$ cat src/hw/mem_ctrl_pkg.sv
package mem_ctrl_pkg;

  // ********************
  // Widths
  // ********************

  localparam int LINE_W    = 128;
  localparam int WB_ADR_W  = 32;
  localparam int AVL_ADR_W = 26;

  // ********************
  // Address mapping
  // ********************

  // Line address is a slice of the Wishbone byte address
  localparam int LINE_LSB = 4;
  localparam int LINE_MSB = LINE_LSB + AVL_ADR_W - 1;

  // ********************
  // Types
  // ********************

  typedef logic [LINE_W-1:0]    line_t;
  typedef logic [WB_ADR_W-1:0]  wb_adr_t;
  typedef logic [AVL_ADR_W-1:0] line_adr_t;

endpackage
$ cat src/hw/cmd_if.sv
interface cmd_if;

  logic                    valid;
  logic                    ready;
  logic                    we;
  mem_ctrl_pkg::line_adr_t adr;
  mem_ctrl_pkg::line_t     wdata;

  // Transfer on valid and ready both high
  modport src (
    output valid, we, adr, wdata,
    input  ready
  );

  modport dst (
    input  valid, we, adr, wdata,
    output ready
  );

endinterface

$ cat src/hw/port_req_if.sv
interface port_req_if;

  // Request side, driven by the port adapter
  logic                    req;
  logic                    we;
  mem_ctrl_pkg::line_adr_t adr;
  mem_ctrl_pkg::line_t     wdata;

  // Response side, driven by the arbiter
  logic                    grant;
  logic                    rvalid;
  mem_ctrl_pkg::line_t     rdata;

  modport port (
    output req, we, adr, wdata,
    input  grant, rvalid, rdata
  );

  modport arb (
    input  req, we, adr, wdata,
    output grant, rvalid, rdata
  );

endinterface

$ cat src/hw/mem_ctrl_top.sv
module mem_ctrl_top #(
  parameter int N_PORTS    = 2,
  parameter int FIFO_DEPTH = 4
) (
  input  logic                                clk,
  input  logic                                rst,

  // Wishbone ports
  input  logic [N_PORTS-1:0]                  wb_cyc_i,
  input  logic [N_PORTS-1:0]                  wb_stb_i,
  input  logic [N_PORTS-1:0]                  wb_we_i,
  input  mem_ctrl_pkg::wb_adr_t [N_PORTS-1:0] wb_adr_i,
  input  mem_ctrl_pkg::line_t [N_PORTS-1:0]   wb_dat_i,
  output logic [N_PORTS-1:0]                  wb_ack_o,
  output mem_ctrl_pkg::line_t [N_PORTS-1:0]   wb_dat_o,

  // Avalon-MM master
  input  logic                                avl_ready_i,
  output mem_ctrl_pkg::line_adr_t             avl_addr_o,
  output mem_ctrl_pkg::line_t                 avl_wdata_o,
  output logic                                avl_read_o,
  output logic                                avl_write_o,
  input  logic                                avl_rdata_valid_i,
  input  mem_ctrl_pkg::line_t                 avl_rdata_i
);

  port_req_if port_req [N_PORTS] ();
  cmd_if      arb_cmd ();
  cmd_if      avl_cmd ();

  logic                rd_valid;
  mem_ctrl_pkg::line_t rd_data;

  // ********************
  // Port adapters
  // ********************

  for (genvar g = 0; g < N_PORTS; g++)
  begin : gen_port
    wb_port_slave wb_port_slave_inst (
      .clk      (clk),
      .rst      (rst),
      .wb_cyc_i (wb_cyc_i[g]),
      .wb_stb_i (wb_stb_i[g]),
      .wb_we_i  (wb_we_i[g]),
      .wb_adr_i (wb_adr_i[g]),
      .wb_dat_i (wb_dat_i[g]),
      .wb_ack_o (wb_ack_o[g]),
      .wb_dat_o (wb_dat_o[g]),
      .req      (port_req[g])
    );
  end

  port_arbiter #(
    .N_PORTS (N_PORTS)
  ) port_arbiter_inst (
    .clk      (clk),
    .rst      (rst),
    .ports    (port_req),
    .cmd      (arb_cmd),
    .rvalid_i (rd_valid),
    .rdata_i  (rd_data)
  );

  cmd_fifo #(
    .FIFO_DEPTH (FIFO_DEPTH)
  ) cmd_fifo_inst (
    .clk (clk),
    .rst (rst),
    .wr  (arb_cmd),
    .rd  (avl_cmd)
  );

  avl_master avl_master_inst (
    .clk               (clk),
    .rst               (rst),
    .cmd               (avl_cmd),
    .avl_ready_i       (avl_ready_i),
    .avl_addr_o        (avl_addr_o),
    .avl_wdata_o       (avl_wdata_o),
    .avl_read_o        (avl_read_o),
    .avl_write_o       (avl_write_o),
    .avl_rdata_valid_i (avl_rdata_valid_i),
    .avl_rdata_i       (avl_rdata_i),
    .rvalid_o          (rd_valid),
    .rdata_o           (rd_data)
  );

endmodule

$ cat src/hw/avl_master.sv
module avl_master (
  input  logic                    clk,
  input  logic                    rst,

  cmd_if.dst                      cmd,

  input  logic                    avl_ready_i,
  output mem_ctrl_pkg::line_adr_t avl_addr_o,
  output mem_ctrl_pkg::line_t     avl_wdata_o,
  output logic                    avl_read_o,
  output logic                    avl_write_o,
  input  logic                    avl_rdata_valid_i,
  input  mem_ctrl_pkg::line_t     avl_rdata_i,

  output logic                    rvalid_o,
  output mem_ctrl_pkg::line_t     rdata_o
);

  typedef enum logic [1:0] {idle, issue, wait_data} state_t;

  state_t state_q;
  logic   pop;

  // A write taken by the slave lets the next entry pop in the same cycle
  assign cmd.ready = (state_q == idle) |
                     ((state_q == issue) & avl_ready_i & avl_write_o);
  assign pop = cmd.valid & cmd.ready;

  always_ff @(posedge clk)
  begin
    if (rst)
    begin
      state_q     <= idle;
      avl_read_o  <= 1'b0;
      avl_write_o <= 1'b0;
      rvalid_o    <= 1'b0;
    end
    else
    begin
      rvalid_o <= 1'b0;
      case (state_q)
        idle:
          if (pop)
          begin
            avl_read_o  <= ~cmd.we;
            avl_write_o <= cmd.we;
            state_q     <= issue;
          end
        issue:
          if (avl_ready_i)
          begin
            if (pop)
            begin
              avl_read_o  <= ~cmd.we;
              avl_write_o <= cmd.we;
            end
            else
            begin
              avl_read_o  <= 1'b0;
              avl_write_o <= 1'b0;
              state_q     <= avl_read_o ? wait_data : idle;
            end
          end
        wait_data:
          if (avl_rdata_valid_i)
          begin
            rvalid_o <= 1'b1;
            state_q  <= idle;
          end
        default:
          state_q <= idle;
      endcase
    end
  end

  always_ff @(posedge clk)
  begin
    if (pop)
    begin
      avl_addr_o  <= cmd.adr;
      avl_wdata_o <= cmd.wdata;
    end
    if (state_q == wait_data && avl_rdata_valid_i)
      rdata_o <= avl_rdata_i;
  end

endmodule

$ cat src/hw/cmd_fifo.sv
module cmd_fifo #(
  parameter int FIFO_DEPTH = 4
) (
  input  logic clk,
  input  logic rst,

  cmd_if.dst   wr,
  cmd_if.src   rd
);

  localparam int PTR_W = (FIFO_DEPTH > 1) ? $clog2(FIFO_DEPTH) : 1;
  localparam int CNT_W = $clog2(FIFO_DEPTH + 1);

  logic                    mem_we    [FIFO_DEPTH];
  mem_ctrl_pkg::line_adr_t mem_adr   [FIFO_DEPTH];
  mem_ctrl_pkg::line_t     mem_wdata [FIFO_DEPTH];

  logic [PTR_W-1:0] wr_ptr_q;
  logic [PTR_W-1:0] rd_ptr_q;
  logic [CNT_W-1:0] count_q;
  logic             full;
  logic             empty;
  logic             push;
  logic             pop;

  assign full  = (count_q == CNT_W'(FIFO_DEPTH));
  assign empty = (count_q == '0);
  assign push  = wr.valid & ~full;
  assign pop   = rd.ready & ~empty;

  assign wr.ready = ~full;
  assign rd.valid = ~empty;
  assign rd.we    = mem_we[rd_ptr_q];
  assign rd.adr   = mem_adr[rd_ptr_q];
  assign rd.wdata = mem_wdata[rd_ptr_q];

  always_ff @(posedge clk)
  begin
    if (rst)
    begin
      wr_ptr_q <= '0;
      rd_ptr_q <= '0;
      count_q  <= '0;
    end
    else
    begin
      if (push)
        wr_ptr_q <= (wr_ptr_q == PTR_W'(FIFO_DEPTH - 1)) ? '0 : wr_ptr_q + 1'b1;
      if (pop)
        rd_ptr_q <= (rd_ptr_q == PTR_W'(FIFO_DEPTH - 1)) ? '0 : rd_ptr_q + 1'b1;
      if (push && !pop)
        count_q <= count_q + 1'b1;
      else if (pop && !push)
        count_q <= count_q - 1'b1;
    end
  end

  always_ff @(posedge clk)
  begin
    if (push)
    begin
      mem_we[wr_ptr_q]    <= wr.we;
      mem_adr[wr_ptr_q]   <= wr.adr;
      mem_wdata[wr_ptr_q] <= wr.wdata;
    end
  end

endmodule

$ cat src/hw/port_arbiter.sv
module port_arbiter #(
  parameter int N_PORTS = 2
) (
  input  logic                clk,
  input  logic                rst,

  port_req_if.arb             ports [N_PORTS],
  cmd_if.src                  cmd,

  input  logic                rvalid_i,
  input  mem_ctrl_pkg::line_t rdata_i
);

  localparam int IDX_W = (N_PORTS > 1) ? $clog2(N_PORTS) : 1;

  typedef logic [IDX_W-1:0] port_idx_t;

  logic [N_PORTS-1:0]      req_v;
  logic [N_PORTS-1:0]      we_v;
  mem_ctrl_pkg::line_adr_t adr_v   [N_PORTS];
  mem_ctrl_pkg::line_t     wdata_v [N_PORTS];
  logic [N_PORTS-1:0]      eligible;
  logic [N_PORTS-1:0]      grant_v;

  port_idx_t ptr_q;
  port_idx_t sel_idx;
  logic      sel_found;
  logic      push;
  port_idx_t owner_q;
  logic      rd_busy_q;

  for (genvar g = 0; g < N_PORTS; g++)
  begin : gen_port
    assign req_v[g]   = ports[g].req;
    assign we_v[g]    = ports[g].we;
    assign adr_v[g]   = ports[g].adr;
    assign wdata_v[g] = ports[g].wdata;

    assign ports[g].grant  = grant_v[g];
    assign ports[g].rvalid = rvalid_i & rd_busy_q & (owner_q == port_idx_t'(g));
    assign ports[g].rdata  = rdata_i;
  end

  // Reads wait while another read is outstanding, writes never do
  assign eligible = req_v & (we_v | {N_PORTS{~rd_busy_q}});

  // ********************
  // Round-robin search
  // ********************

  always_comb
  begin
    int idx;
    sel_found = 1'b0;
    sel_idx   = '0;
    for (int k = 0; k < N_PORTS; k++)
    begin
      idx = int'(ptr_q) + k;
      if (idx >= N_PORTS)
        idx = idx - N_PORTS;
      if (!sel_found && eligible[idx])
      begin
        sel_found = 1'b1;
        sel_idx   = port_idx_t'(idx);
      end
    end
  end

  assign push = sel_found & cmd.ready;

  always_comb
  begin
    grant_v = '0;
    if (push)
      grant_v[sel_idx] = 1'b1;
  end

  assign cmd.valid = push;
  assign cmd.we    = we_v[sel_idx];
  assign cmd.adr   = adr_v[sel_idx];
  assign cmd.wdata = wdata_v[sel_idx];

  always_ff @(posedge clk)
  begin
    if (rst)
    begin
      ptr_q     <= '0;
      owner_q   <= '0;
      rd_busy_q <= 1'b0;
    end
    else
    begin
      // Next search starts after the granted port
      if (push)
        ptr_q <= (sel_idx == port_idx_t'(N_PORTS - 1)) ? '0 : sel_idx + 1'b1;
      if (push && !we_v[sel_idx])
      begin
        owner_q   <= sel_idx;
        rd_busy_q <= 1'b1;
      end
      else if (rvalid_i)
        rd_busy_q <= 1'b0;
    end
  end

endmodule

$ cat src/hw/wb_port_slave.sv
module wb_port_slave (
  input  logic                  clk,
  input  logic                  rst,

  input  logic                  wb_cyc_i,
  input  logic                  wb_stb_i,
  input  logic                  wb_we_i,
  input  mem_ctrl_pkg::wb_adr_t wb_adr_i,
  input  mem_ctrl_pkg::line_t   wb_dat_i,
  output logic                  wb_ack_o,
  output mem_ctrl_pkg::line_t   wb_dat_o,

  port_req_if.port              req
);

  typedef enum logic [1:0] {idle, wait_grant, wait_data} state_t;

  state_t                  state_q;
  logic                    start;
  logic                    we_q;
  mem_ctrl_pkg::line_adr_t adr_q;
  mem_ctrl_pkg::line_t     wdata_q;
  mem_ctrl_pkg::line_t     rdata_q;

  // stb is ignored in the ack cycle
  assign start = wb_cyc_i & wb_stb_i & ~wb_ack_o;

  assign req.req   = (state_q == wait_grant);
  assign req.we    = we_q;
  assign req.adr   = adr_q;
  assign req.wdata = wdata_q;

  assign wb_dat_o = rdata_q;

  always_ff @(posedge clk)
  begin
    if (rst)
    begin
      state_q  <= idle;
      wb_ack_o <= 1'b0;
    end
    else
    begin
      wb_ack_o <= 1'b0;
      case (state_q)
        idle:
          if (start)
            state_q <= wait_grant;
        wait_grant:
          if (req.grant)
          begin
            // Writes are posted, so ack as soon as they are queued
            if (we_q)
            begin
              wb_ack_o <= 1'b1;
              state_q  <= idle;
            end
            else
              state_q <= wait_data;
          end
        wait_data:
          if (req.rvalid)
          begin
            wb_ack_o <= 1'b1;
            state_q  <= idle;
          end
        default:
          state_q <= idle;
      endcase
    end
  end

  always_ff @(posedge clk)
  begin
    if (state_q == idle && start)
    begin
      we_q    <= wb_we_i;
      adr_q   <= wb_adr_i[mem_ctrl_pkg::LINE_MSB:mem_ctrl_pkg::LINE_LSB];
      wdata_q <= wb_dat_i;
    end
    if (req.rvalid)
      rdata_q <= req.rdata;
  end

endmodule

$ cat config.mk
export PLATFORM = sky130hd
export DESIGN_NAME = mem_ctrl_top
export DESIGN_NICKNAME = d
export VERILOG_FILES = /design/src/hw/mem_ctrl_pkg.sv /design/src/hw/cmd_if.sv /design/src/hw/port_req_if.sv /design/src/hw/mem_ctrl_top.sv /design/src/hw/avl_master.sv /design/src/hw/cmd_fifo.sv /design/src/hw/port_arbiter.sv /design/src/hw/wb_port_slave.sv
export SDC_FILE = /design/constraint.sdc
export NUM_CORES = 1
export LEC_CHECK = 0
export BUFFER_PORTS_ARGS = -buffer_cell sky130_fd_sc_hd__buf_2
export CORE_AREA = 2 2 342 344
export DETAILED_ROUTE_END_ITERATION = 6
export DIE_AREA = 0 0 344 346
export GPL_ROUTABILITY_DRIVEN = 0
export PLACE_DENSITY = 0.62
export SLEW_MARGIN = 40
export SYNTH_ARGS = -nofsm -noshare
export SYNTH_HDL_FRONTEND = slang
export SYNTH_SLANG_ARGS = --single-unit
$ cat constraint.sdc
create_clock -name clk -period 30.9 [get_ports clk]
set_input_delay 1.545 -clock clk [delete_from_list [all_inputs] [get_ports clk]]
set_output_delay 1.545 -clock clk [all_outputs]
set_load 0.01 [all_outputs]
==> results.md <==
| Stage | Quantity | This run |
|:---|:---|:---|
| global routing | Largest net degree at the start of global routing | 122 |
| yosys | Async S/R FF share, synth | 0% |
| timing | Share of the clock period used by the worst path after layout | 11.4% |
| global routing | Initial antenna violation count | 28 |
| worst setup path | Category of the worst setup path capture point | register |
| timing | Unrepaired setup endpoints after global routing | no |
| timing | Final critical path time including I/O delays and setup | 3.54 ns |
| floorplan | DIE AREA | 119000 um2 |
| global routing | Residual overflow from global routing | 0 |
| global routing | Global-route usage over all layers | 19.8% |
| worst setup path | Cell type with the highest occurrence count on the critical path | sky130_fd_sc_hd__buf_6 |
| clock tree | Post-cts hold buffer count | 0 |
| final layout | Proportion of layout cells with a drive suffix above 1 | 42.8% |
| route | Via total after detailed routing | 23541 |
| global routing | Met3 usage | 6.25% |
| final layout | Fill count | 8788 |
| worst setup path | Worst Setup Start Kind | primary input |
| timing | Worst Tran Pin Value | 0.812 ns |
| route | Post-route ant nets | 0 |
| worst setup path | Worst-path cell with the longest stage delay | sky130_fd_sc_hd__buf_4 |
| route | Via density per instance | 5.09 |
| clock tree | # clock sinks | 1491 |
| global routing | Number of global-route vias before repair | 24561 |
| timing | Final Hold Vio Count | 0 |
| worst setup path | Stage delay of the slowest cell on the critical path | 0.68 ns |
| worst setup path | Setup Crit Path Kind | primary input to register |
| yosys | Leading cell types by count after synthesis | 1468 x sky130_fd_sc_hd__edfxtp_1, 155 x sky130_fd_sc_hd__mux4_2, 100 x sky130_fd_sc_hd__mux2_1 |
| yosys | Number of warnings printed during yosys synthesis | 0 |
| timing | Max Clock Freq | 283 MHz |
| hold path | Worst Hold End | gen_port[0].wb_port_slave_inst.wb_dat_o[19] |
| floorplan | Number of placement rows | 125 |
| global routing | Met1 track demand over resource | 23.7% |
| route | Total iterations of the first detailed-routing run | 5 |
| worst setup path | R2r worst-path depth | 8 |
| floorplan | Starting density of the core | 44.1% |
| floorplan | Placeable Area | 115000 um2 |
| yosys | Syn Area/Cell | 25.7 um2 |
| power and ir drop | Relative contribution of combinational cells to total power | 20.5% |
| route | Final routed wirelength across all metal layers | 120000 um |
| power and ir drop | Total design power | 5.90 mW |
| clock tree | Post-cts resize count | 0 |
| worst setup path | Crit Reg-Reg Startpoint | gen_port[1].wb_port_slave_inst.state_q[1] |
| clock tree | TritonCTS Buffers | 151 |
| power and ir drop | Pwr per Cell Area | 95.0 nW/um2 |
| worst setup path | Setup slack on the worst flop-to-flop path | 27.64 ns |
| floorplan | Number of primary I/O pins | 872 |
| power and ir drop | Part of the power in registers | 50.0% |
| placement | Number of buffers added on ports | 859 |
| yosys | Gate Count Post-Synth | 1979 |
| yosys | Syn nets | 2450 |
| power and ir drop | Share of total power in the clock network | 29.5% |
| clock tree | Clock latency reported for the late side of the worst-skew pair | 0.75 ns |
| timing | Setup Total Neg Slack | 0 ns |
| power and ir drop | Pint | 4.30 mW |
| hold path | Origin of the worst min-delay path | avl_master_inst.rdata_o[19] |
| timing | Setup Viol. Count Final | 0 |
| final layout | Number of nets at the end of the flow | 3438 |
| timing | Final Max Slew Viols | 0 |
| yosys | Share of synthesized area occupied by flip-flops and latches | 87.4% |
| clock tree | H-tree depth | 4 |
| clock tree | Clock tree from TritonCTS | yes |
| yosys | Post-synth cell types | 47 |
| route | Count of unresolved DRC violations after routing | 0 |
| yosys | Summed instance area of the synthesized netlist | 50900 um2 |
| power and ir drop | Proportion of total power due to net switching | 27.2% |
| floorplan | Die span in y | 346 um |
| yosys | Leading cell type by number of instances after synthesis | sky130_fd_sc_hd__edfxtp_1 |
| yosys | Top cell type's share of synthesized area | 86.5% |
| hold path | Count of cells along the worst hold path | 0 |
| worst setup path | Critical Path AT | 3.90 ns |
| run | Maximum capacitance violations | 0 |
| clock tree | CTS Root Buffer Type | sky130_fd_sc_hd__clkbuf_16 |
| yosys | Number of enable-type register cells in the synthesized netlist | 1468 |
| clock tree | Setup repair bufs after CTS | 0 |
| worst setup path | Reg-to-reg critical path endpoint | cmd_fifo_inst.mem_wdata[2][24] |
| power and ir drop | Peak ir drop on the vdd network | 0.0795 mV |
| yosys | Cell accounting for the most synthesized area | sky130_fd_sc_hd__edfxtp_1 |
| hold path | Path category of the worst min-delay check | register to register |
| timing | Slew Limit Headroom | 45.8% |
| placement | Dpl hpwl | 78400 um |
| power and ir drop | Switching power summed over all nets | 1.60 mW |
| power and ir drop | Cell leakage power | 21.4 nW |
| global routing | Met2 capacity usage during global routing | 33.2% |
| final layout | Post-synthesis to final-layout area growth | 22.0% |
| worst setup path | Required time of the critical path | 31.26 ns |
| yosys | Count of state elements after synthesis | 1491 |
| timing | Fin Clk Skew | 0.0226 ns |
| outcome | Result of the run | finished, final reports clean |
| global routing | Busiest layer in global routing | met2 |
| yosys | Flip-flop cell with the highest count after synthesis | sky130_fd_sc_hd__edfxtp_1 |
| yosys | Biggest area contributors in the synthesized netlist | sky130_fd_sc_hd__edfxtp_1 87%, sky130_fd_sc_hd__mux4_2 6.9%, sky130_fd_sc_hd__mux2_1 2.2% |
| route | Drt wl/cell | 25.9 um |
| worst setup path | Cell breakdown of the critical path | buf_2 -> nand3b_1 -> nor2_4 -> buf_6 -> buf_4 -> buf_6 |
| clock tree | Clk pin slew, worst setup/hold paths | 0.06 ns |
| floorplan | DIE WIDTH | 344 um |
| global routing | First-pass GRT wire length | 168000 um |
| worst setup path | CP max FO | 64 |
| route | Number of design-rule violations left by the first detailed-router iteration | 2114 |
| clock tree | Maximum number of buffers from clock root to sink | 3 |
[state kept, by name, indices dropped and copies added, names as in the netlist, 4 cells and up, named ones only]
register,count
avl_master_inst.avl_addr_o,26
gen_port.wb_port_slave_inst.state_q,4
gen_port.wb_port_slave_inst.req.adr,52
avl_master_inst.avl_wdata_o,128
gen_port.wb_port_slave_inst.wb_dat_o,256
avl_master_inst.rdata_o,128
cmd_fifo_inst.mem_we,4
cmd_fifo_inst.mem_wdata,512
gen_port.wb_port_slave_inst.req.wdata,256
cmd_fifo_inst.mem_adr,104
[worst max-delay path by stage]
stage           startpoint                                      endpoint  cells after the start
6_report       wb_stb_i[1]  gen_port[1].wb_port_slave_inst.req.wdata[20]                      6
5_1_grt        wb_cyc_i[1]  gen_port[1].wb_port_slave_inst.req.wdata[20]                      6
4_1_cts        wb_stb_i[1]  gen_port[1].wb_port_slave_inst.req.wdata[23]                      6
3_5_place_dp   wb_stb_i[1]  gen_port[1].wb_port_slave_inst.req.wdata[20]                      6
3_3_place_gp   wb_stb_i[1]  gen_port[1].wb_port_slave_inst.req.wdata[20]                      6
2_1_floorplan  wb_cyc_i[0]     gen_port[0].wb_port_slave_inst.req.adr[0]                      2
[cell families after synthesis]
kind of cell | Yosys count | synth area share [%]
AO/OA/AOI/OAI | 26 | 0.349
adder cells (fa/ha/maj) | 13 | 0.334
flip-flops | 1491 | 87.4
multiplexers | 316 | 10.4
buffers and inverters | 69 | 0.798
XOR/XNOR | 2 | 0.0344
AND/OR/NAND/NOR | 62 | 0.644
[layer usage]
metal	up-vias	part of all wire (%)	wire length (um)
met4	18	3.8	4500
met5	-	0.12	140
met1	12087	37	44500
met2	994	51	60700
met3	222	8.4	10000
li1	10220	-	-
[final cells by class]
| type | instances | area, um2 | share of cell area (%) |
|---|---|---|---|
| repair buffers | 893 | 4850 | 7.80 |
| flip-flops and latches | 1491 | 44600 | 71.7 |
| clock buffers | 190 | 3990 | 6.42 |
| multi-input cells | 419 | 6040 | 9.73 |
| diodes | 15 | 37.5 | 0.0604 |
| well taps | 1524 | 1910 | 3.07 |
| clock inverters | 83 | 706 | 1.14 |
| inverters | 11 | 41.3 | 0.0665 |
[through the flow]
stage	std cells	hold slack, ns	area [um2]	setup WS [ns]	utilization [%]
after detailed placement	4332	0.431	57200	26.16	49.6
after CTS	4605	0.436	61900	26.97	53.6
after floorplan	1979	0.421	50900	17.23	-
after global placement	4328	0.422	57100	26.26	49.5
after global routing	4620	0.454	62100	27.26	53.8
final	4626	0.434	62100	27.36	53.8
[power groups by stage]
stage	Combinational (mW)	Clock, mW	Sequential, mW
floorplan	0.703	0	3.08
global placement	1.19	0	2.99
detailed placement	1.23	0	3.00
CTS	1.24	1.78	2.96
global route	1.31	1.85	2.98
finish	1.21	1.74	2.95
[placed cells by master (no fill, tap or decap), types with 3 or more instances in the layout]
cell type,Yosys,routed
sky130_fd_sc_hd__o21ai_0,3,3
sky130_fd_sc_hd__buf_4,10,6
sky130_fd_sc_hd__clkinv_1,0,33
sky130_fd_sc_hd__mux2_1,100,100
sky130_fd_sc_hd__clkinvlp_4,0,8
sky130_fd_sc_hd__diode_2,0,15
sky130_fd_sc_hd__nor2b_1,4,4
sky130_fd_sc_hd__clkinv_2,0,22
sky130_fd_sc_hd__and2_4,0,4
sky130_fd_sc_hd__clkinv_8,0,3
sky130_fd_sc_hd__nor2_4,0,3
sky130_fd_sc_hd__bufinv_16,0,9
sky130_fd_sc_hd__inv_1,11,11
sky130_fd_sc_hd__inv_6,0,4
sky130_fd_sc_hd__a21oi_1,10,10
sky130_fd_sc_hd__mux4_2,155,155
sky130_fd_sc_hd__buf_6,12,12
sky130_fd_sc_hd__clkbuf_1,16,36
sky130_fd_sc_hd__dfxtp_1,23,21
sky130_fd_sc_hd__edfxtp_1,1468,1468
sky130_fd_sc_hd__buf_12,0,8
sky130_fd_sc_hd__nand2_1,10,10
sky130_fd_sc_hd__mux2i_1,6,6
sky130_fd_sc_hd__buf_2,16,859
sky130_fd_sc_hd__buf_16,0,7
sky130_fd_sc_hd__nor3_1,3,3
sky130_fd_sc_hd__clkbuf_16,0,154
sky130_fd_sc_hd__nand2b_1,7,7
sky130_fd_sc_hd__nor2_1,18,15
sky130_fd_sc_hd__mux2_2,55,55
sky130_fd_sc_hd__ha_1,12,12
[worst max-delay path, delay by kind of cell]
kind          cells  cell delay (ns)
buf+inv           4             1.80
simple gates      2             0.37
Power figures use the tool's default switching activity.
